$ cat src/hw/lq_params_pkg.sv
// load queue geometry constants shared by the memory-ordering checker
// sizes of the circular queue, its index and the word address

package lq_params_pkg;

	// ==========================================================================
	// queue geometry
	// ==========================================================================

	// entries in the circular load queue
	localparam int LQ_ENTRIES = 8;

	// width of a queue position (the count register is one bit wider)
	localparam int LQ_INDEX_WIDTH = 3;          // log2 of LQ_ENTRIES

	// ==========================================================================
	// address and port counts
	// ==========================================================================

	// loads and stores compare whole words, so no byte offset is carried
	localparam int ADDR_WIDTH = 16;

	// store resolve ports that can search the queue in the same cycle
	localparam int STORE_PORTS = 2;             // store_a and store_b at the top level

endpackage

$ cat src/hw/lq_types_pkg.sv
// packed structs for the load queue traffic of executing loads, resolving
// stores and the per-port violation result

package lq_types_pkg;

	// ==========================================================================
	// load side
	// ==========================================================================

	// a load that has computed its address this cycle
	typedef struct packed {
		logic                                     valid;
		logic [lq_params_pkg::LQ_INDEX_WIDTH-1:0] lq_index;   // entry that executed
		logic [lq_params_pkg::ADDR_WIDTH-1:0]     addr;       // word address read
	} lq_exec_t;

	// ==========================================================================
	// store side
	// ==========================================================================

	// a store resolving its address on one of the store ports
	// lq_snapshot is the load queue tail at store dispatch, so every load at
	// or after that position is younger than the store
	typedef struct packed {
		logic                                     valid;
		logic [lq_params_pkg::LQ_INDEX_WIDTH-1:0] lq_snapshot;
		logic [lq_params_pkg::ADDR_WIDTH-1:0]     addr;       // word address written
	} store_resolve_t;

	// ==========================================================================
	// search result
	// ==========================================================================

	// outcome of one port's search, packed at the top level
	typedef struct packed {
		logic                                     valid;      // a younger load matched
		logic [lq_params_pkg::LQ_INDEX_WIDTH-1:0] lq_index;   // oldest such load
	} violation_t;

	// the flush controller sees the selected violation as flush_req and flush_index

endpackage

$ cat src/hw/oldest_younger.sv
// combinational search of a circular queue for the oldest requesting entry
// at or after a target position, counted from the head
`timescale 1ns/1ps

module oldest_younger (
	input  logic [lq_params_pkg::LQ_ENTRIES-1:0]     req_vec,
	input  logic [lq_params_pkg::LQ_INDEX_WIDTH-1:0] head_index,
	input  logic [lq_params_pkg::LQ_INDEX_WIDTH-1:0] target_index,
	output logic                                     younger_present,
	output logic [lq_params_pkg::LQ_INDEX_WIDTH-1:0] oldest_younger_index
);

	logic [lq_params_pkg::LQ_ENTRIES-1:0]     head_mask;     // positions at or above the head
	logic [lq_params_pkg::LQ_ENTRIES-1:0]     target_mask;   // positions at or above the target
	logic [lq_params_pkg::LQ_ENTRIES-1:0]     eligible;
	logic [lq_params_pkg::LQ_ENTRIES-1:0]     upper_vec;
	logic [lq_params_pkg::LQ_ENTRIES-1:0]     lower_vec;
	logic                                     upper_present;
	logic                                     lower_present;
	logic [lq_params_pkg::LQ_INDEX_WIDTH-1:0] upper_index;
	logic [lq_params_pkg::LQ_INDEX_WIDTH-1:0] lower_index;

	always_comb begin
		for (int i = 0; i < lq_params_pkg::LQ_ENTRIES; i++) begin
			head_mask[i]   = lq_params_pkg::LQ_INDEX_WIDTH'(i) >= head_index;
			target_mask[i] = lq_params_pkg::LQ_INDEX_WIDTH'(i) >= target_index;
		end
	end

	// keep requests whose age distance from the head is at least the target's
	always_comb begin
		if (target_index >= head_index) begin
			// target sits in the upper segment, so the whole wrapped segment is younger
			eligible = req_vec & (target_mask | ~head_mask);
		end else begin
			// target has wrapped, only wrapped positions at or above it qualify
			eligible = req_vec & target_mask & ~head_mask;
		end
	end

	assign upper_vec = eligible & head_mask;     // from the head up to the top
	assign lower_vec = eligible & ~head_mask;    // wrapped part below the head

	// the downward scan leaves the lowest set bit of each segment
	always_comb begin
		upper_index = '0;
		lower_index = '0;
		for (int i = lq_params_pkg::LQ_ENTRIES - 1; i >= 0; i--) begin
			if (upper_vec[i])
				upper_index = lq_params_pkg::LQ_INDEX_WIDTH'(i);
			if (lower_vec[i])
				lower_index = lq_params_pkg::LQ_INDEX_WIDTH'(i);
		end
	end

	assign upper_present = |upper_vec;
	assign lower_present = |lower_vec;

	// anything in the upper segment is older than everything in the wrapped one
	assign younger_present      = upper_present | lower_present;
	assign oldest_younger_index = upper_present ? upper_index : lower_index;

endmodule

$ cat src/hw/lq_entry_array.sv
// per-entry load state with head and tail pointers and occupancy count,
// plus the address match vector for each store port
`timescale 1ns/1ps

module lq_entry_array (
	input  logic                                     CLK,
	input  logic                                     nRST,
	input  logic                                     alloc_valid,
	output logic                                     alloc_ready,
	output logic [lq_params_pkg::LQ_INDEX_WIDTH-1:0] alloc_index,
	input  lq_types_pkg::lq_exec_t                   exec,
	input  logic                                     commit_valid,
	input  lq_types_pkg::store_resolve_t             store_a,
	input  lq_types_pkg::store_resolve_t             store_b,
	input  logic                                     rollback_valid,
	input  logic [lq_params_pkg::LQ_INDEX_WIDTH-1:0] rollback_index,
	output logic [lq_params_pkg::LQ_ENTRIES-1:0]     match_a,
	output logic [lq_params_pkg::LQ_ENTRIES-1:0]     match_b,
	output logic [lq_params_pkg::LQ_INDEX_WIDTH-1:0] head_index
);

	logic [lq_params_pkg::LQ_ENTRIES-1:0]     entry_valid;
	logic [lq_params_pkg::LQ_ENTRIES-1:0]     entry_executed;
	logic [lq_params_pkg::ADDR_WIDTH-1:0]     entry_addr [lq_params_pkg::LQ_ENTRIES];
	logic [lq_params_pkg::LQ_INDEX_WIDTH-1:0] tail_ptr;
	logic [lq_params_pkg::LQ_INDEX_WIDTH:0]   count;     // one wider so full and empty differ
	logic                                     alloc_fire;
	logic                                     commit_fire;
	logic [lq_params_pkg::LQ_INDEX_WIDTH-1:0] rollback_dist;
	logic [lq_params_pkg::LQ_INDEX_WIDTH-1:0] entry_dist [lq_params_pkg::LQ_ENTRIES];
	logic [lq_params_pkg::LQ_ENTRIES-1:0]     flush_mask;
	lq_types_pkg::store_resolve_t             store_port [lq_params_pkg::STORE_PORTS];
	logic [lq_params_pkg::LQ_ENTRIES-1:0]     match_port [lq_params_pkg::STORE_PORTS];

	assign alloc_ready = count < lq_params_pkg::LQ_ENTRIES;
	assign alloc_index = tail_ptr;

	// a rollback cycle owns the pointers, so alloc and commit wait one cycle
	assign alloc_fire  = alloc_valid & alloc_ready & ~rollback_valid;
	assign commit_fire = commit_valid & (count != '0) & ~rollback_valid;

	// ==========================================================================
	// entries at least as young as the violating load are rolled back
	// ==========================================================================

	assign rollback_dist = rollback_index - head_index;

	always_comb begin
		for (int i = 0; i < lq_params_pkg::LQ_ENTRIES; i++) begin
			entry_dist[i] = lq_params_pkg::LQ_INDEX_WIDTH'(i) - head_index;
			flush_mask[i] = entry_dist[i] >= rollback_dist;
		end
	end

	// ==========================================================================
	// entry state and pointers
	// ==========================================================================

	always_ff @(posedge CLK, negedge nRST) begin
		if (~nRST) begin
			entry_valid    <= '0;
			entry_executed <= '0;
			head_index     <= '0;
			tail_ptr       <= '0;
			count          <= '0;
		end else if (rollback_valid) begin
			entry_valid    <= entry_valid & ~flush_mask;
			entry_executed <= entry_executed & ~flush_mask;
			tail_ptr       <= rollback_index;          // violating load is re-allocated here
			count          <= {1'b0, rollback_dist};
		end else begin
			if (alloc_fire) begin
				entry_valid[tail_ptr]    <= 1'b1;
				entry_executed[tail_ptr] <= 1'b0;
				tail_ptr                 <= tail_ptr + 1'b1;
			end
			if (exec.valid)
				entry_executed[exec.lq_index] <= 1'b1;
			if (commit_fire) begin
				entry_valid[head_index]    <= 1'b0;
				entry_executed[head_index] <= 1'b0;
				head_index                 <= head_index + 1'b1;
			end
			count <= count + (lq_params_pkg::LQ_INDEX_WIDTH + 1)'(alloc_fire)
				- (lq_params_pkg::LQ_INDEX_WIDTH + 1)'(commit_fire);
		end
	end

	// word address of each load, written when it executes
	always_ff @(posedge CLK) begin
		if (exec.valid)
			entry_addr[exec.lq_index] <= exec.addr;
	end

	// ==========================================================================
	// store address match vectors
	// ==========================================================================

	assign store_port[0] = store_a;
	assign store_port[1] = store_b;

	always_comb begin
		for (int p = 0; p < lq_params_pkg::STORE_PORTS; p++) begin
			for (int i = 0; i < lq_params_pkg::LQ_ENTRIES; i++) begin
				match_port[p][i] = store_port[p].valid & entry_valid[i] & entry_executed[i]
					& (entry_addr[i] == store_port[p].addr);
			end
		end
	end

	assign match_a = match_port[0];
	assign match_b = match_port[1];

endmodule

$ cat src/hw/violation_select.sv
// selector that keeps the older of the two port violations and runs the
// four-phase flush handshake, followed by the queue rollback pulse
`timescale 1ns/1ps

module violation_select (
	input  logic                                     CLK,
	input  logic                                     nRST,
	input  logic [lq_params_pkg::LQ_INDEX_WIDTH-1:0] head_index,
	input  lq_types_pkg::violation_t                 viol_a,
	input  lq_types_pkg::violation_t                 viol_b,
	input  logic                                     accept,
	output logic                                     store_ready,
	output logic                                     flush_req,
	input  logic                                     flush_ack,
	output logic [lq_params_pkg::LQ_INDEX_WIDTH-1:0] flush_index,
	output logic                                     rollback_valid,
	output logic [lq_params_pkg::LQ_INDEX_WIDTH-1:0] rollback_index
);

	typedef enum logic [1:0] {
		state_idle,       // taking stores
		state_req,        // flush_req high, waiting for ack
		state_release     // ack seen, waiting for it to drop
	} sel_state_t;

	sel_state_t                               state;
	logic [lq_params_pkg::LQ_INDEX_WIDTH-1:0] dist_a;
	logic [lq_params_pkg::LQ_INDEX_WIDTH-1:0] dist_b;
	logic                                     pick_b;
	logic                                     any_viol;
	logic                                     capture;
	logic [lq_params_pkg::LQ_INDEX_WIDTH-1:0] chosen_index;

	// ==========================================================================
	// age compare where the smaller distance from the head is the older load
	// ==========================================================================

	assign dist_a = viol_a.lq_index - head_index;
	assign dist_b = viol_b.lq_index - head_index;

	// on a tie both ports point at the same load, so port a is kept
	assign pick_b       = viol_b.valid & (~viol_a.valid | (dist_b < dist_a));
	assign chosen_index = pick_b ? viol_b.lq_index : viol_a.lq_index;
	assign any_viol     = viol_a.valid | viol_b.valid;
	assign capture      = accept & any_viol;

	// ==========================================================================
	// flush handshake
	// ==========================================================================

	assign store_ready    = state == state_idle;      // low through req and release
	assign flush_req      = state == state_req;
	assign rollback_index = flush_index;

	always_ff @(posedge CLK, negedge nRST) begin
		if (~nRST) begin
			state          <= state_idle;
			rollback_valid <= 1'b0;
		end else begin
			rollback_valid <= 1'b0;   // single cycle pulse
			case (state)
				state_idle: begin
					if (capture)
						state <= state_req;
				end
				state_req: begin
					if (flush_ack) begin
						state          <= state_release;
						rollback_valid <= 1'b1;   // same edge that drops flush_req
					end
				end
				state_release: begin
					if (~flush_ack)
						state <= state_idle;
				end
				default: state <= state_idle;
			endcase
		end
	end

	// index held stable for the whole request phase
	always_ff @(posedge CLK) begin
		if (capture)
			flush_index <= chosen_index;
	end

endmodule

$ cat src/hw/mem_order_check.sv
// top level of the load queue ordering checker with the entry array,
// one oldest-younger search per store port and the violation selector
`timescale 1ns/1ps

module mem_order_check (
	input  logic                                     CLK,
	input  logic                                     nRST,
	input  logic                                     alloc_valid,
	output logic                                     alloc_ready,
	output logic [lq_params_pkg::LQ_INDEX_WIDTH-1:0] alloc_index,
	input  lq_types_pkg::lq_exec_t                   exec,
	input  logic                                     commit_valid,
	input  lq_types_pkg::store_resolve_t             store_a,
	input  lq_types_pkg::store_resolve_t             store_b,
	output logic                                     store_ready,
	output logic                                     flush_req,
	output logic [lq_params_pkg::LQ_INDEX_WIDTH-1:0] flush_index,
	input  logic                                     flush_ack
);

	logic [lq_params_pkg::LQ_ENTRIES-1:0]     match_a;
	logic [lq_params_pkg::LQ_ENTRIES-1:0]     match_b;
	logic [lq_params_pkg::LQ_INDEX_WIDTH-1:0] head_index;
	logic                                     found_a;
	logic                                     found_b;
	logic [lq_params_pkg::LQ_INDEX_WIDTH-1:0] index_a;
	logic [lq_params_pkg::LQ_INDEX_WIDTH-1:0] index_b;
	lq_types_pkg::violation_t                 viol_a;
	lq_types_pkg::violation_t                 viol_b;
	logic                                     accept;
	logic                                     rollback_valid;
	logic [lq_params_pkg::LQ_INDEX_WIDTH-1:0] rollback_index;

	// ==========================================================================
	// queue state and address compare
	// ==========================================================================

	lq_entry_array entries (
		.CLK(CLK), .nRST(nRST),
		.alloc_valid(alloc_valid), .alloc_ready(alloc_ready), .alloc_index(alloc_index),
		.exec(exec), .commit_valid(commit_valid),
		.store_a(store_a), .store_b(store_b),
		.rollback_valid(rollback_valid), .rollback_index(rollback_index),
		.match_a(match_a), .match_b(match_b), .head_index(head_index)
	);

	// each search starts at the tail its store saw at dispatch
	oldest_younger search_a (
		.req_vec(match_a), .head_index(head_index), .target_index(store_a.lq_snapshot),
		.younger_present(found_a), .oldest_younger_index(index_a)
	);

	oldest_younger search_b (
		.req_vec(match_b), .head_index(head_index), .target_index(store_b.lq_snapshot),
		.younger_present(found_b), .oldest_younger_index(index_b)
	);

	assign viol_a = '{valid: found_a, lq_index: index_a};
	assign viol_b = '{valid: found_b, lq_index: index_b};
	assign accept = store_ready & (store_a.valid | store_b.valid);   // a store lands this edge

	violation_select select (
		.CLK(CLK), .nRST(nRST), .head_index(head_index),
		.viol_a(viol_a), .viol_b(viol_b), .accept(accept), .store_ready(store_ready),
		.flush_req(flush_req), .flush_ack(flush_ack), .flush_index(flush_index),
		.rollback_valid(rollback_valid), .rollback_index(rollback_index)
	);

endmodule

$ cat config.mk
export PLATFORM = sky130hd
export DESIGN_NAME = mem_order_check
export DESIGN_NICKNAME = d
export VERILOG_FILES = /design/src/hw/lq_params_pkg.sv /design/src/hw/lq_types_pkg.sv /design/src/hw/oldest_younger.sv /design/src/hw/lq_entry_array.sv /design/src/hw/violation_select.sv /design/src/hw/mem_order_check.sv
export SDC_FILE = /design/constraint.sdc
export NUM_CORES = 1
export LEC_CHECK = 0
export BUFFER_PORTS_ARGS = -buffer_cell sky130_fd_sc_hd__buf_2
export CORE_MARGIN = 2
export CORE_UTILIZATION = 50
export DETAILED_ROUTE_END_ITERATION = 12
export GPL_ROUTABILITY_DRIVEN = 0
export GPL_TIMING_DRIVEN = 0
export PLACE_DENSITY = 0.82
export SYNTH_ARGS = -nofsm -noshare
export SYNTH_HDL_FRONTEND = slang
export SYNTH_SLANG_ARGS = --single-unit
$ cat constraint.sdc
create_clock -name CLK -period 4.45 [get_ports CLK]
set_input_delay 0.445 -clock CLK [delete_from_list [all_inputs] [get_ports CLK]]
set_output_delay 0.445 -clock CLK [all_outputs]
set_load 0.005 [all_outputs]
# --- Word-level counts from Yosys, hierarchy flattened ---
# Memory sizes are Yosys's and may differ from the RTL's.
# Index checks and enable logic that the tools add are counted.
word_totals:
  input_bits: 65
  latchBits: 0
  elab_cells: 248
  mem_count: 1
  output_inout_bits: 9
  regBits: 32
  mem_bits_rw: 128
  mem_bits_ro: 0
mem_list:
  columns: ["name", "depth", "word_bits", "read_ports", "rd_clocked_by_memory_dff", "write_ports", "line_no", "text"]
  rows:
  - ["entries.entry_addr", 8, 16, 8, 0, 1, "lq_entry_array.sv:24", "logic [lq_params_pkg::ADDR_WIDTH-1:0] entry_addr [lq_params_pkg::LQ_ENTRIES];"]
classes:
  reduce_logical: 12
  n_lt_le_gt_ge: 42
  n_mux: 64
  n_bitwise: 85
  shift: 0
  multipliers: 0
  div_mod_pow: 0
  eq_ne: 21
  addsub: 15
op_table:
  columns: ["cell", "n"]
  rows:
  - ["$eq 16x16->1", 16]
  - ["$and 8x8->8", 15]
  - ["$mux 3", 37]
  - ["$mux 8", 12]
  - ["$and 1x1->1", 55]
  - ["$ge 3x3->1 const A", 12]
  - ["$not 8->8", 4]
  - ["$or 8x8->8", 4]
  - ["$reduce_or 8->1", 4]
  - ["$ge 3x3->1", 10]
  - ["$ge 1x3->1 const A", 6]
  - ["$ge 2x3->1 const A", 6]
  - ["$lt 3x4->1 const B", 3]
  - ["$sub 3x3->3 const A", 4]
  - ["$demux 1 s3", 3]
  - ["$ge 3x1->1 const B", 3]
  - ["$sub 3x3->3", 3]
  - ["$mux 1", 7]
  - ["$add 3x1->3 const B", 2]
  - ["$mux 2", 3]
  - ["$pmux 2 s3", 1]
  - ["$sub 1x3->3 const A", 2]
  - ["$sub 2x3->3 const A", 2]
  - ["$or 1x1->1", 5]
  - ["other kinds (16)", 20]

# --- Logic depth before layout (Yosys ltp) ---
# Gate-level depths: netlist of run 1.
depth:
  ltp_word: 21
  mapped_depth: 21
  depth_no_buf: 19

# --- Modules after synthesis ---
# Synthesis of run 1 repeated with hierarchy kept, for this count alone.
unflattened:
  hier_cells: 962
  area_unflattened_um2: 10821.6
by_module_without_submodules:
  columns: ["mod", "n_inst", "area_per_inst_um2", "cells_each"]
  rows:
  - ["lq_entry_array", 1, 9054.9, 741]
  - ["oldest_younger", 2, 645.6, 89]
  - ["violation_select", 1, 467.9, 42]
  - ["mem_order_check", 1, 7.5, 1]

# --- Worst setup path after synthesis of run 1 ---
# Ideal clock, no wire load.
synth_path:
  path_type: "register to register"
  from: "register entries.head_index[2] (netlist name)"
  to: "register select.flush_index[0] (netlist name), data pin"
  required_time_ns: 4.183
  path_buffers: 2
  setup_ns: 0.267
  t_arrival_ns: 4.378
  setup_slack_ns: -0.195
  stages_incl_launch_ff: 21
  cell_sequence: "dfrtp_1 -> buf_2 -> inv_1 -> ha_1 -> nand2_1 -> o21ai_1 -> buf_2 -> nand4_1 -> nor4_1 -> nor4_1 -> and3b_2 -> a221oi_2 -> ha_1 -> fa_1 -> ha_1 -> a21o_1 -> a21o_1 -> inv_1 -> a41oi_2 -> or2_4 -> mux2i_1"
synth_via:
  elab_chain_cells: 20
synth_lines:
  columns: ["item", "line_no", "text"]
  rows:
  - ["from (decl)", "lq_entry_array.sv:19", "output logic [lq_params_pkg::LQ_INDEX_WIDTH-1:0] head_index"]
  - ["from (signal assigned)", "lq_entry_array.sv:82", "head_index <= head_index + 1'b1;"]
  - ["$ge 3x3->1", "oldest_younger.sv:25", "head_mask[i] = lq_params_pkg::LQ_INDEX_WIDTH'(i) >= head_index;"]
  - ["$not 8->8", "oldest_younger.sv:34, oldest_younger.sv:37, oldest_younger.sv:42", null]
  - ["$or 8x8->8", "oldest_younger.sv:34", "eligible = req_vec & (target_mask | ~head_mask);"]
  - ["$and 8x8->8", "oldest_younger.sv:34", null]
  - ["$mux 8", "oldest_younger.sv:32", "if (target_index >= head_index) begin"]
  - ["$and 8x8->8 (on tied branches)", "oldest_younger.sv:42, oldest_younger.sv:41", null]
  - ["$mux 3 (on tied branches) (8 in series)", "oldest_younger.sv:51, oldest_younger.sv:49", null]
  - ["$mux 3", "oldest_younger.sv:61", "assign oldest_younger_index = upper_present ? upper_index : lower_index;"]
  - ["$sub 3x3->3 (on tied branches)", "violation_select.sv:39, violation_select.sv:38", null]
  - ["$lt 3x3->1", "violation_select.sv:42", "assign pick_b = viol_b.valid & (~viol_a.valid | (dist_b < dist_a));"]
  - ["$or 1x1->1", "violation_select.sv:42", null]
  - ["$and 1x1->1", "violation_select.sv:42", null]
  - ["$mux 3 *", "violation_select.sv:43", "assign chosen_index = pick_b ? viol_b.lq_index : viol_a.lq_index;"]
  - ["net select.chosen_index, one bit", "violation_select.sv:32", "logic [lq_params_pkg::LQ_INDEX_WIDTH-1:0] chosen_index;"]
  - ["to (signal assigned)", "violation_select.sv:84", "flush_index <= chosen_index;"]
  - ["to (decl)", "violation_select.sv:15", "output logic [lq_params_pkg::LQ_INDEX_WIDTH-1:0] flush_index,"]
# The timed path passes the listed nets; every way through them passes the cells marked *.
# A chain may end at the register's enable or synchronous reset.

# --- Worst setup path in the final report of run 1 ---
# Ends and elaborated chain as after synthesis.

==> impl_metrics.yaml, run 1 <==
floorplan:
  num_rows: 52
  start_util: 0.511
  core_area_um2: 20200
  dieWidth_um: 148
  die_y_um: 148
  die_area_um2: 21800
  io-pin-count: 74
route:
  routed-via-count: 8395
  drt-initial-drc-count: 1022
  viasPerCell: 6.29
  drtAntennaViolNets: 0
  first_pass_iters: 7
  drc_errors: 0
  wl_per_cell_um: 25.3
  finalWirelength_um: 33800
synth:
  synth_edf_count: 131
  synthTopCellsByCount: "xnor2_1, edfxtp_1, xor2_1"
  synth_seq_area_share: 0.451
  yosysWarnings: 0
  syn-cell-area_um2: 10300
  synth_compound_area_frac: 0.0723
  yosys.area_share.adder: 0.0550
  synth_cell_types: 72
  muxShareOfSynthArea: 0.00484
  syn_inst: 930
  synth.most_common_cell: "xnor2_1"
  synth_area_leaders: "edfxtp_1, xnor2_1, xor2_1"
  syn_nets: 1038
  synth_top_family_by_area: "XOR/XNOR gates"
  yosys.area_share.simple: 0.151
  synth-xor-area-share: 0.230
  synth.top_cell.area_share: 0.381
  synth_ff_type: "edfxtp_1"
  async_flop_share: 0.181
  syn_avg_cell_area_um2: 11.1
  synth_seq_cells: 160
  post-synth-top-area-cell: "edfxtp_1"
pwr:
  p_int_mw: 3.70
  p_per_area_nw_per_um2: 469
  fin_total_pwr_mw: 5.87
  clock_power_share: 0.250
  p_leak_nw: 4.62
  sw_frac_of_total: 0.369
  power_switching_mw: 2.17
  seqPwrFrac: 0.329
  ir_worst_vdd_uv: 291
  combPwrFrac: 0.421
timing:
  fin_crit_ps: 4740
  fmax_mhz: 211
  hold_violations: 0
  grt_setup_unrepaired: "yes"
  maxSlewViolCount: 0
  setup_viol: 3
  finalCritPeriodShare: 1.07
  slew_headroom: 0.337
  worst_slew_pin_slew_ps: 987
  finalClockSkew_ps: 8.51
  fin_ws_ps: -292
worst_setup_path:
  critPathKind: "flip-flop to flip-flop"
  path_max_fanout: 8
  crit_required_ps: 4620
  rr_startpoint: "entries.head_index[2]"
  start_kind: "flip-flop"
  cp-end-kind: "flip-flop"
  rr_worst_depth: 20
  r2r-end: "select.flush_index[0]"
  reg2reg_slack_ps: -290
  crit_arrival_ps: 4920
clocking:
  cts_tree: "yes"
  h-tree-depth: 4
  clock_path_buffers: 2
  cts.sinks: 160
  clkLatencyLatePin_ps: 440
  cts_buffers: 17
  clk_pin_slew_ps: 70
  cts_hold_buf: 0
  cts-root-buf: "clkbuf_16"
grt:
  antenna_found_initial: 1
  grt_max_degree: 30
  grt-ovfl-total: 0
  grt_use_total: 0.314
  first_global_vias: 8564
  grt_first_pass_wirelength_um: 50600
flow_run:
  max-cap-violations: 0
final_layout:
  drive_gt1_frac: 0.252
  fin_util: 0.618
  syn_to_final_growth_pct: 21.0
  postLayoutCellArea_um2: 12500
  final_net_count: 1158
  fin_cells: 1334
  fillCellCount: 1542
outcome:
  violations: "negative setup slack"
  outcome: "complete, but fails checks"
placed_design:
  placed_cell_area_um2: 11000
  place_inst: 1247
  dp_hpwl_um: 24100
  pre_cts_slack_ps: -835
  numPortBuffers: 39
worst_hold_path:
  hp-class: "input pin to async pin"
## through the flow
| step | TNS [ps] | hold slack, ps |
|---|---|---|
| 3_3_place_gp | -2110 | 487 |
| 2_1_floorplan | 0 | 149 |
| 4_1_cts | -11.9 | 60.6 |
| 5_1_grt | -1290 | 90.1 |
| 3_5_place_dp | -2420 | 493 |
| 6_report | -804 | 43.8 |
## placed cells by master, fill, tap and decap left out, types with 7 or more instances in the layout
cell type | Yosys | routed
a21oi_1 | 29 | 28
nand4_1 | 33 | 33
ha_4 | 0 | 7
or3_1 | 7 | 7
nor4_1 | 39 | 26
a21o_1 | 12 | 12
buf_2 | 27 | 64
dfrtp_1 | 29 | 26
xnor2_2 | 2 | 8
xor2_1 | 125 | 124
nand3_1 | 31 | 28
buf_6 | 7 | 11
clkbuf_1 | 6 | 7
nor3_1 | 20 | 13
buf_4 | 2 | 55
xnor2_1 | 143 | 137
clkbuf_16 | 0 | 17
inv_1 | 27 | 23
o21ai_0 | 25 | 22
a22o_1 | 9 | 9
nand2b_1 | 17 | 16
buf_8 | 0 | 7
nor4_2 | 0 | 8
nor2_1 | 33 | 27
ha_1 | 39 | 29
edfxtp_1 | 131 | 131
nand2_1 | 39 | 37
nand3b_1 | 7 | 7
## routing by layer
layer,vias up,global-route usage,wire [µm]
li1,3586,-,-
met1,3983,0.388,12300
met2,625,0.490,15300
met3,201,0.0796,3430
met4,0,0.203,2720
met5,-,0,0
## power by group through the flow
stage	clock (mW)	combinational [mW]	sequential, mW
after floorplan	0	1.38	1.94
after global placement	0	1.78	1.98
after detailed placement	0	1.87	1.99
after CTS	1.46	2.24	1.93
after global routing	1.52	2.71	1.95
final	1.47	2.47	1.93
## state kept, by name, indices dropped and copies added (netlist names)
name and flops:
entries.entry_addr 128, entries.entry_valid 8, select.flush_index 3, entries.count 4
select.state 2, entries.alloc_index 3, select.rollback_valid 1, entries.entry_executed 8
entries.head_index 3
## kinds of logic (layout without fill, tap and decap cells)
kind of cell             count (synthesis)  count (layout)
XOR/XNOR                               270             270
AND/OR/NAND/NOR                        272             272
multiplexers                             5               5
AO/OA/AOI/OAI                          109             109
adder cells (fa/ha/maj)                 43              43
flip-flops                             160             160
buffers and inverters                   71             202
other                                    0               3
## layout make-up
cell class                 count  area [µm²]  share of cell area
sequential                   160        4660               0.373
inverter                      27         109             0.00871
tap                          270         338              0.0270
clock buffer                  18         429              0.0343
multi-input combinational    699        5820               0.466
antenna                        3        7.51            0.000600
clock inverter                12         134              0.0107
timing repair buffer         101         717              0.0573
buffer                        44         285              0.0228
## critical path, stage by stage, from the launching register on
cell	delay, ps
dfrtp_2	380
buf_8	100
clkinvlp_4	130
buf_4	220
ha_4	190
a221o_2	400
o21bai_1	180
nor4_2	430
a311oi_1	90
o31ai_1	310
a21oi_1	150
nand2b_4	170
fa_2	380
xnor2_2	150
xnor2_1	190
ha_1	270
a21o_1	190
inv_2	60
a41oi_2	40
or2_4	310
mux2i_1	130
## worst max path at each step
stage | endpoint | start | slack (ps) | cells after the start
after floorplan | select.flush_index[0] | entries.head_index[2] | 9 | 20
after global placement | select.flush_index[0] | entries.head_index[2] | -730 | 20
after detailed placement | select.flush_index[0] | entries.head_index[2] | -830 | 20
after CTS | select.flush_index[0] | entries.head_index[1] | -10 | 18
after global routing | select.flush_index[0] | entries.head_index[2] | -370 | 22
final | select.flush_index[0] | entries.head_index[2] | -290 | 20
## what timing repair did
item,4_1_cts,5_1_grt
cloned,0,0
pin swaps,16,21
endpoints found under the setup margin,3,7
gates resized for setup,80,15
buffers inserted,43,14
(Power assumes the default switching activity.)
==> run 2: changes to the inputs <==
--- a/config.mk
+++ b/config.mk
@@ -8,10 +8,11 @@
 export BUFFER_PORTS_ARGS = -buffer_cell sky130_fd_sc_hd__buf_2
 export CORE_MARGIN = 2
 export CORE_UTILIZATION = 50
+export CTS_CLUSTER_SIZE = 28
 export DETAILED_ROUTE_END_ITERATION = 12
 export GPL_ROUTABILITY_DRIVEN = 0
 export GPL_TIMING_DRIVEN = 0
-export PLACE_DENSITY = 0.82
+export PLACE_DENSITY_LB_ADDON = 0.05
 export SYNTH_ARGS = -nofsm -noshare
 export SYNTH_HDL_FRONTEND = slang
 export SYNTH_SLANG_ARGS = --single-unit
==> run 2 against run 1 <==
  * The run still ends with negative setup slack left
  * Clock power up 4%
  * Power up 1.2%
  * Sequential share of layout area down 0.42 points
  * Global-route usage up 0.23 points
==> impl_metrics.yaml, run 2 (same netlist as run 1, synthesis figures left out) <==
timing:
  fmax_mhz: 224
  hold_violations: 0
  maxSlewViolCount: 0
  setup_viol: 1
  worst_slew_pin_slew_ps: 987
  slew_headroom: 0.338
  fin_ws_ps: -14.7
  fin_crit_ps: 4460
  finalClockSkew_ps: 11.3
  finalCritPeriodShare: 1.00
  grt_setup_unrepaired: "yes"
worst_setup_path:
  reg2reg_slack_ps: -10
  r2r-end: "select.flush_index[2]"
  crit_path_end: "select.flush_index[2]"
  start_kind: "flip-flop"
  cp-end-kind: "flip-flop"
  critPathLaunch: "entries.entry_addr[3][5]"
  path_max_fanout: 3
  critPathKind: "flip-flop to flip-flop"
  rr_worst_depth: 16
  rr_startpoint: "entries.entry_addr[3][5]"
  crit_required_ps: 4630
  crit_arrival_ps: 4650
floorplan:
  start_util: 0.511
  num_rows: 52
  die_y_um: 148
  core_area_um2: 20200
  io-pin-count: 74
  die_area_um2: 21800
  dieWidth_um: 148
route:
  drt-initial-drc-count: 711
  routed-via-count: 7871
  drc_errors: 0
  finalWirelength_um: 33700
  drtAntennaViolNets: 0
  viasPerCell: 5.96
  first_pass_iters: 5
  wl_per_cell_um: 25.5
grt:
  first_global_vias: 7878
  grt_first_pass_wirelength_um: 49800
  grt_max_degree: 30
  antenna_found_initial: 0
  grt-ovfl-total: 0
  grt_use_total: 0.316
clocking:
  clock_path_buffers: 2
  cts.sinks: 160
  h-tree-depth: 4
  cts_hold_buf: 0
  cts-root-buf: "clkbuf_16"
  clkLatencyLatePin_ps: 440
  cts_tree: "yes"
  cts_buffers: 17
  clk_pin_slew_ps: 70
final_layout:
  fillCellCount: 1643
  drive_gt1_frac: 0.263
  antenna_cells: 0
  largest_register_ffs: 128
  reg_top3: "entries.entry_addr x128, entries.entry_executed x8, entries.entry_valid x8"
  postLayoutCellArea_um2: 12600
  syn_to_final_growth_pct: 22.4
  top_register: "entries.entry_addr"
  layout_common_cells: "xnor2_1, edfxtp_1, xor2_1"
  final_common_cell: "xnor2_1"
  fin_cells: 1321
  final_net_count: 1146
outcome:
  violations: "negative setup slack"
  outcome: "complete, but fails checks"
pwr:
  p_per_area_nw_per_um2: 470
  ir_worst_vdd_uv: 249
  p_leak_nw: 4.64
placed_design:
  numPortBuffers: 39
  dp_hpwl_um: 25500
  pre_cts_slack_ps: -997
  place_inst: 1249
  placed_cell_area_um2: 11100
worst_hold_path:
  hp-class: "input pin to async pin"
flow_run:
  max-cap-violations: 0
[run 2: per-stage QoR]
| stage | hold slack (ps) | total power, mW | setup TNS, ps | utilization |
|---|---|---|---|---|
| 2_1_floorplan | 149 | 3.31 | 0 | - |
| 3_3_place_gp | 487 | 3.82 | -2850 | 0.538 |
| 3_5_place_dp | 495 | 3.87 | -2900 | 0.547 |
| 4_1_cts | 61.2 | 5.78 | 0 | 0.612 |
| 5_1_grt | 104 | 6.27 | -332 | 0.625 |
| 6_report | 45.8 | 5.94 | -14.7 | 0.625 |
[run 2: how the worst min path moves through the flow]
stage	start	to	slack [ps]
finish	nRST	entries.count[1]	50
global route	nRST	entries.count[1]	100
CTS	nRST	entries.count[1]	60
detailed placement	entries.entry_executed[3]	entries.entry_executed[3]	500
global placement	entries.entry_executed[3]	entries.entry_executed[3]	490
floorplan	nRST	entries.alloc_index[0]	150
[run 2: final cells by class]
cell class                      instances  area, µm²  share of cell area
Multi-Input combinational cell        699       5950               0.471
Sequential cell                       160       4660               0.369
Clock inverter                         15        173              0.0137
Tap cell                              270        338              0.0267
Clock buffer                           17        425              0.0336
Inverter                               27        109             0.00861
Timing Repair Buffer                   89        694              0.0549
Buffer                                 44        292              0.0231
[run 2: layer usage]
metal  track usage  wire [µm]
met1         0.410      13500
met2         0.527      16300
met3        0.0401       2270
met4         0.152       1710
met5             0          0
[run 2: repair_timing]
action,in CTS,in global routing
hold endpoints to repair,0,0
buffers inserted,29,11
endpoints found under the setup margin,3,3
pin swaps,36,22
gates resized for setup,91,35
[run 2: worst max-delay path, cell delays in order, from the launching register on]
cell and delay (ps):
edfxtp_1 420, xor2_1 230, nor4_4 410, o2111ai_1 310
or3_1 500, nor4b_2 190, and3b_2 220, a221oi_4 250
ha_2 220, fa_2 450, ha_4 220, a21o_1 150
a21o_1 160, inv_2 50, a41oi_2 30, or2_4 270
mux2i_1 120
[run 2: report_power, final]
| group | switching [mW] | total, mW | internal (mW) | leakage, nW |
|---|---|---|---|---|
| Sequential | 0.138 | 1.93 | 1.79 | 1.55 |
| Combinational | 1.36 | 2.48 | 1.12 | 2.80 |
| Clock | 0.682 | 1.53 | 0.847 | 0.290 |
| Total | 2.18 | 5.94 | 3.76 | 4.64 |
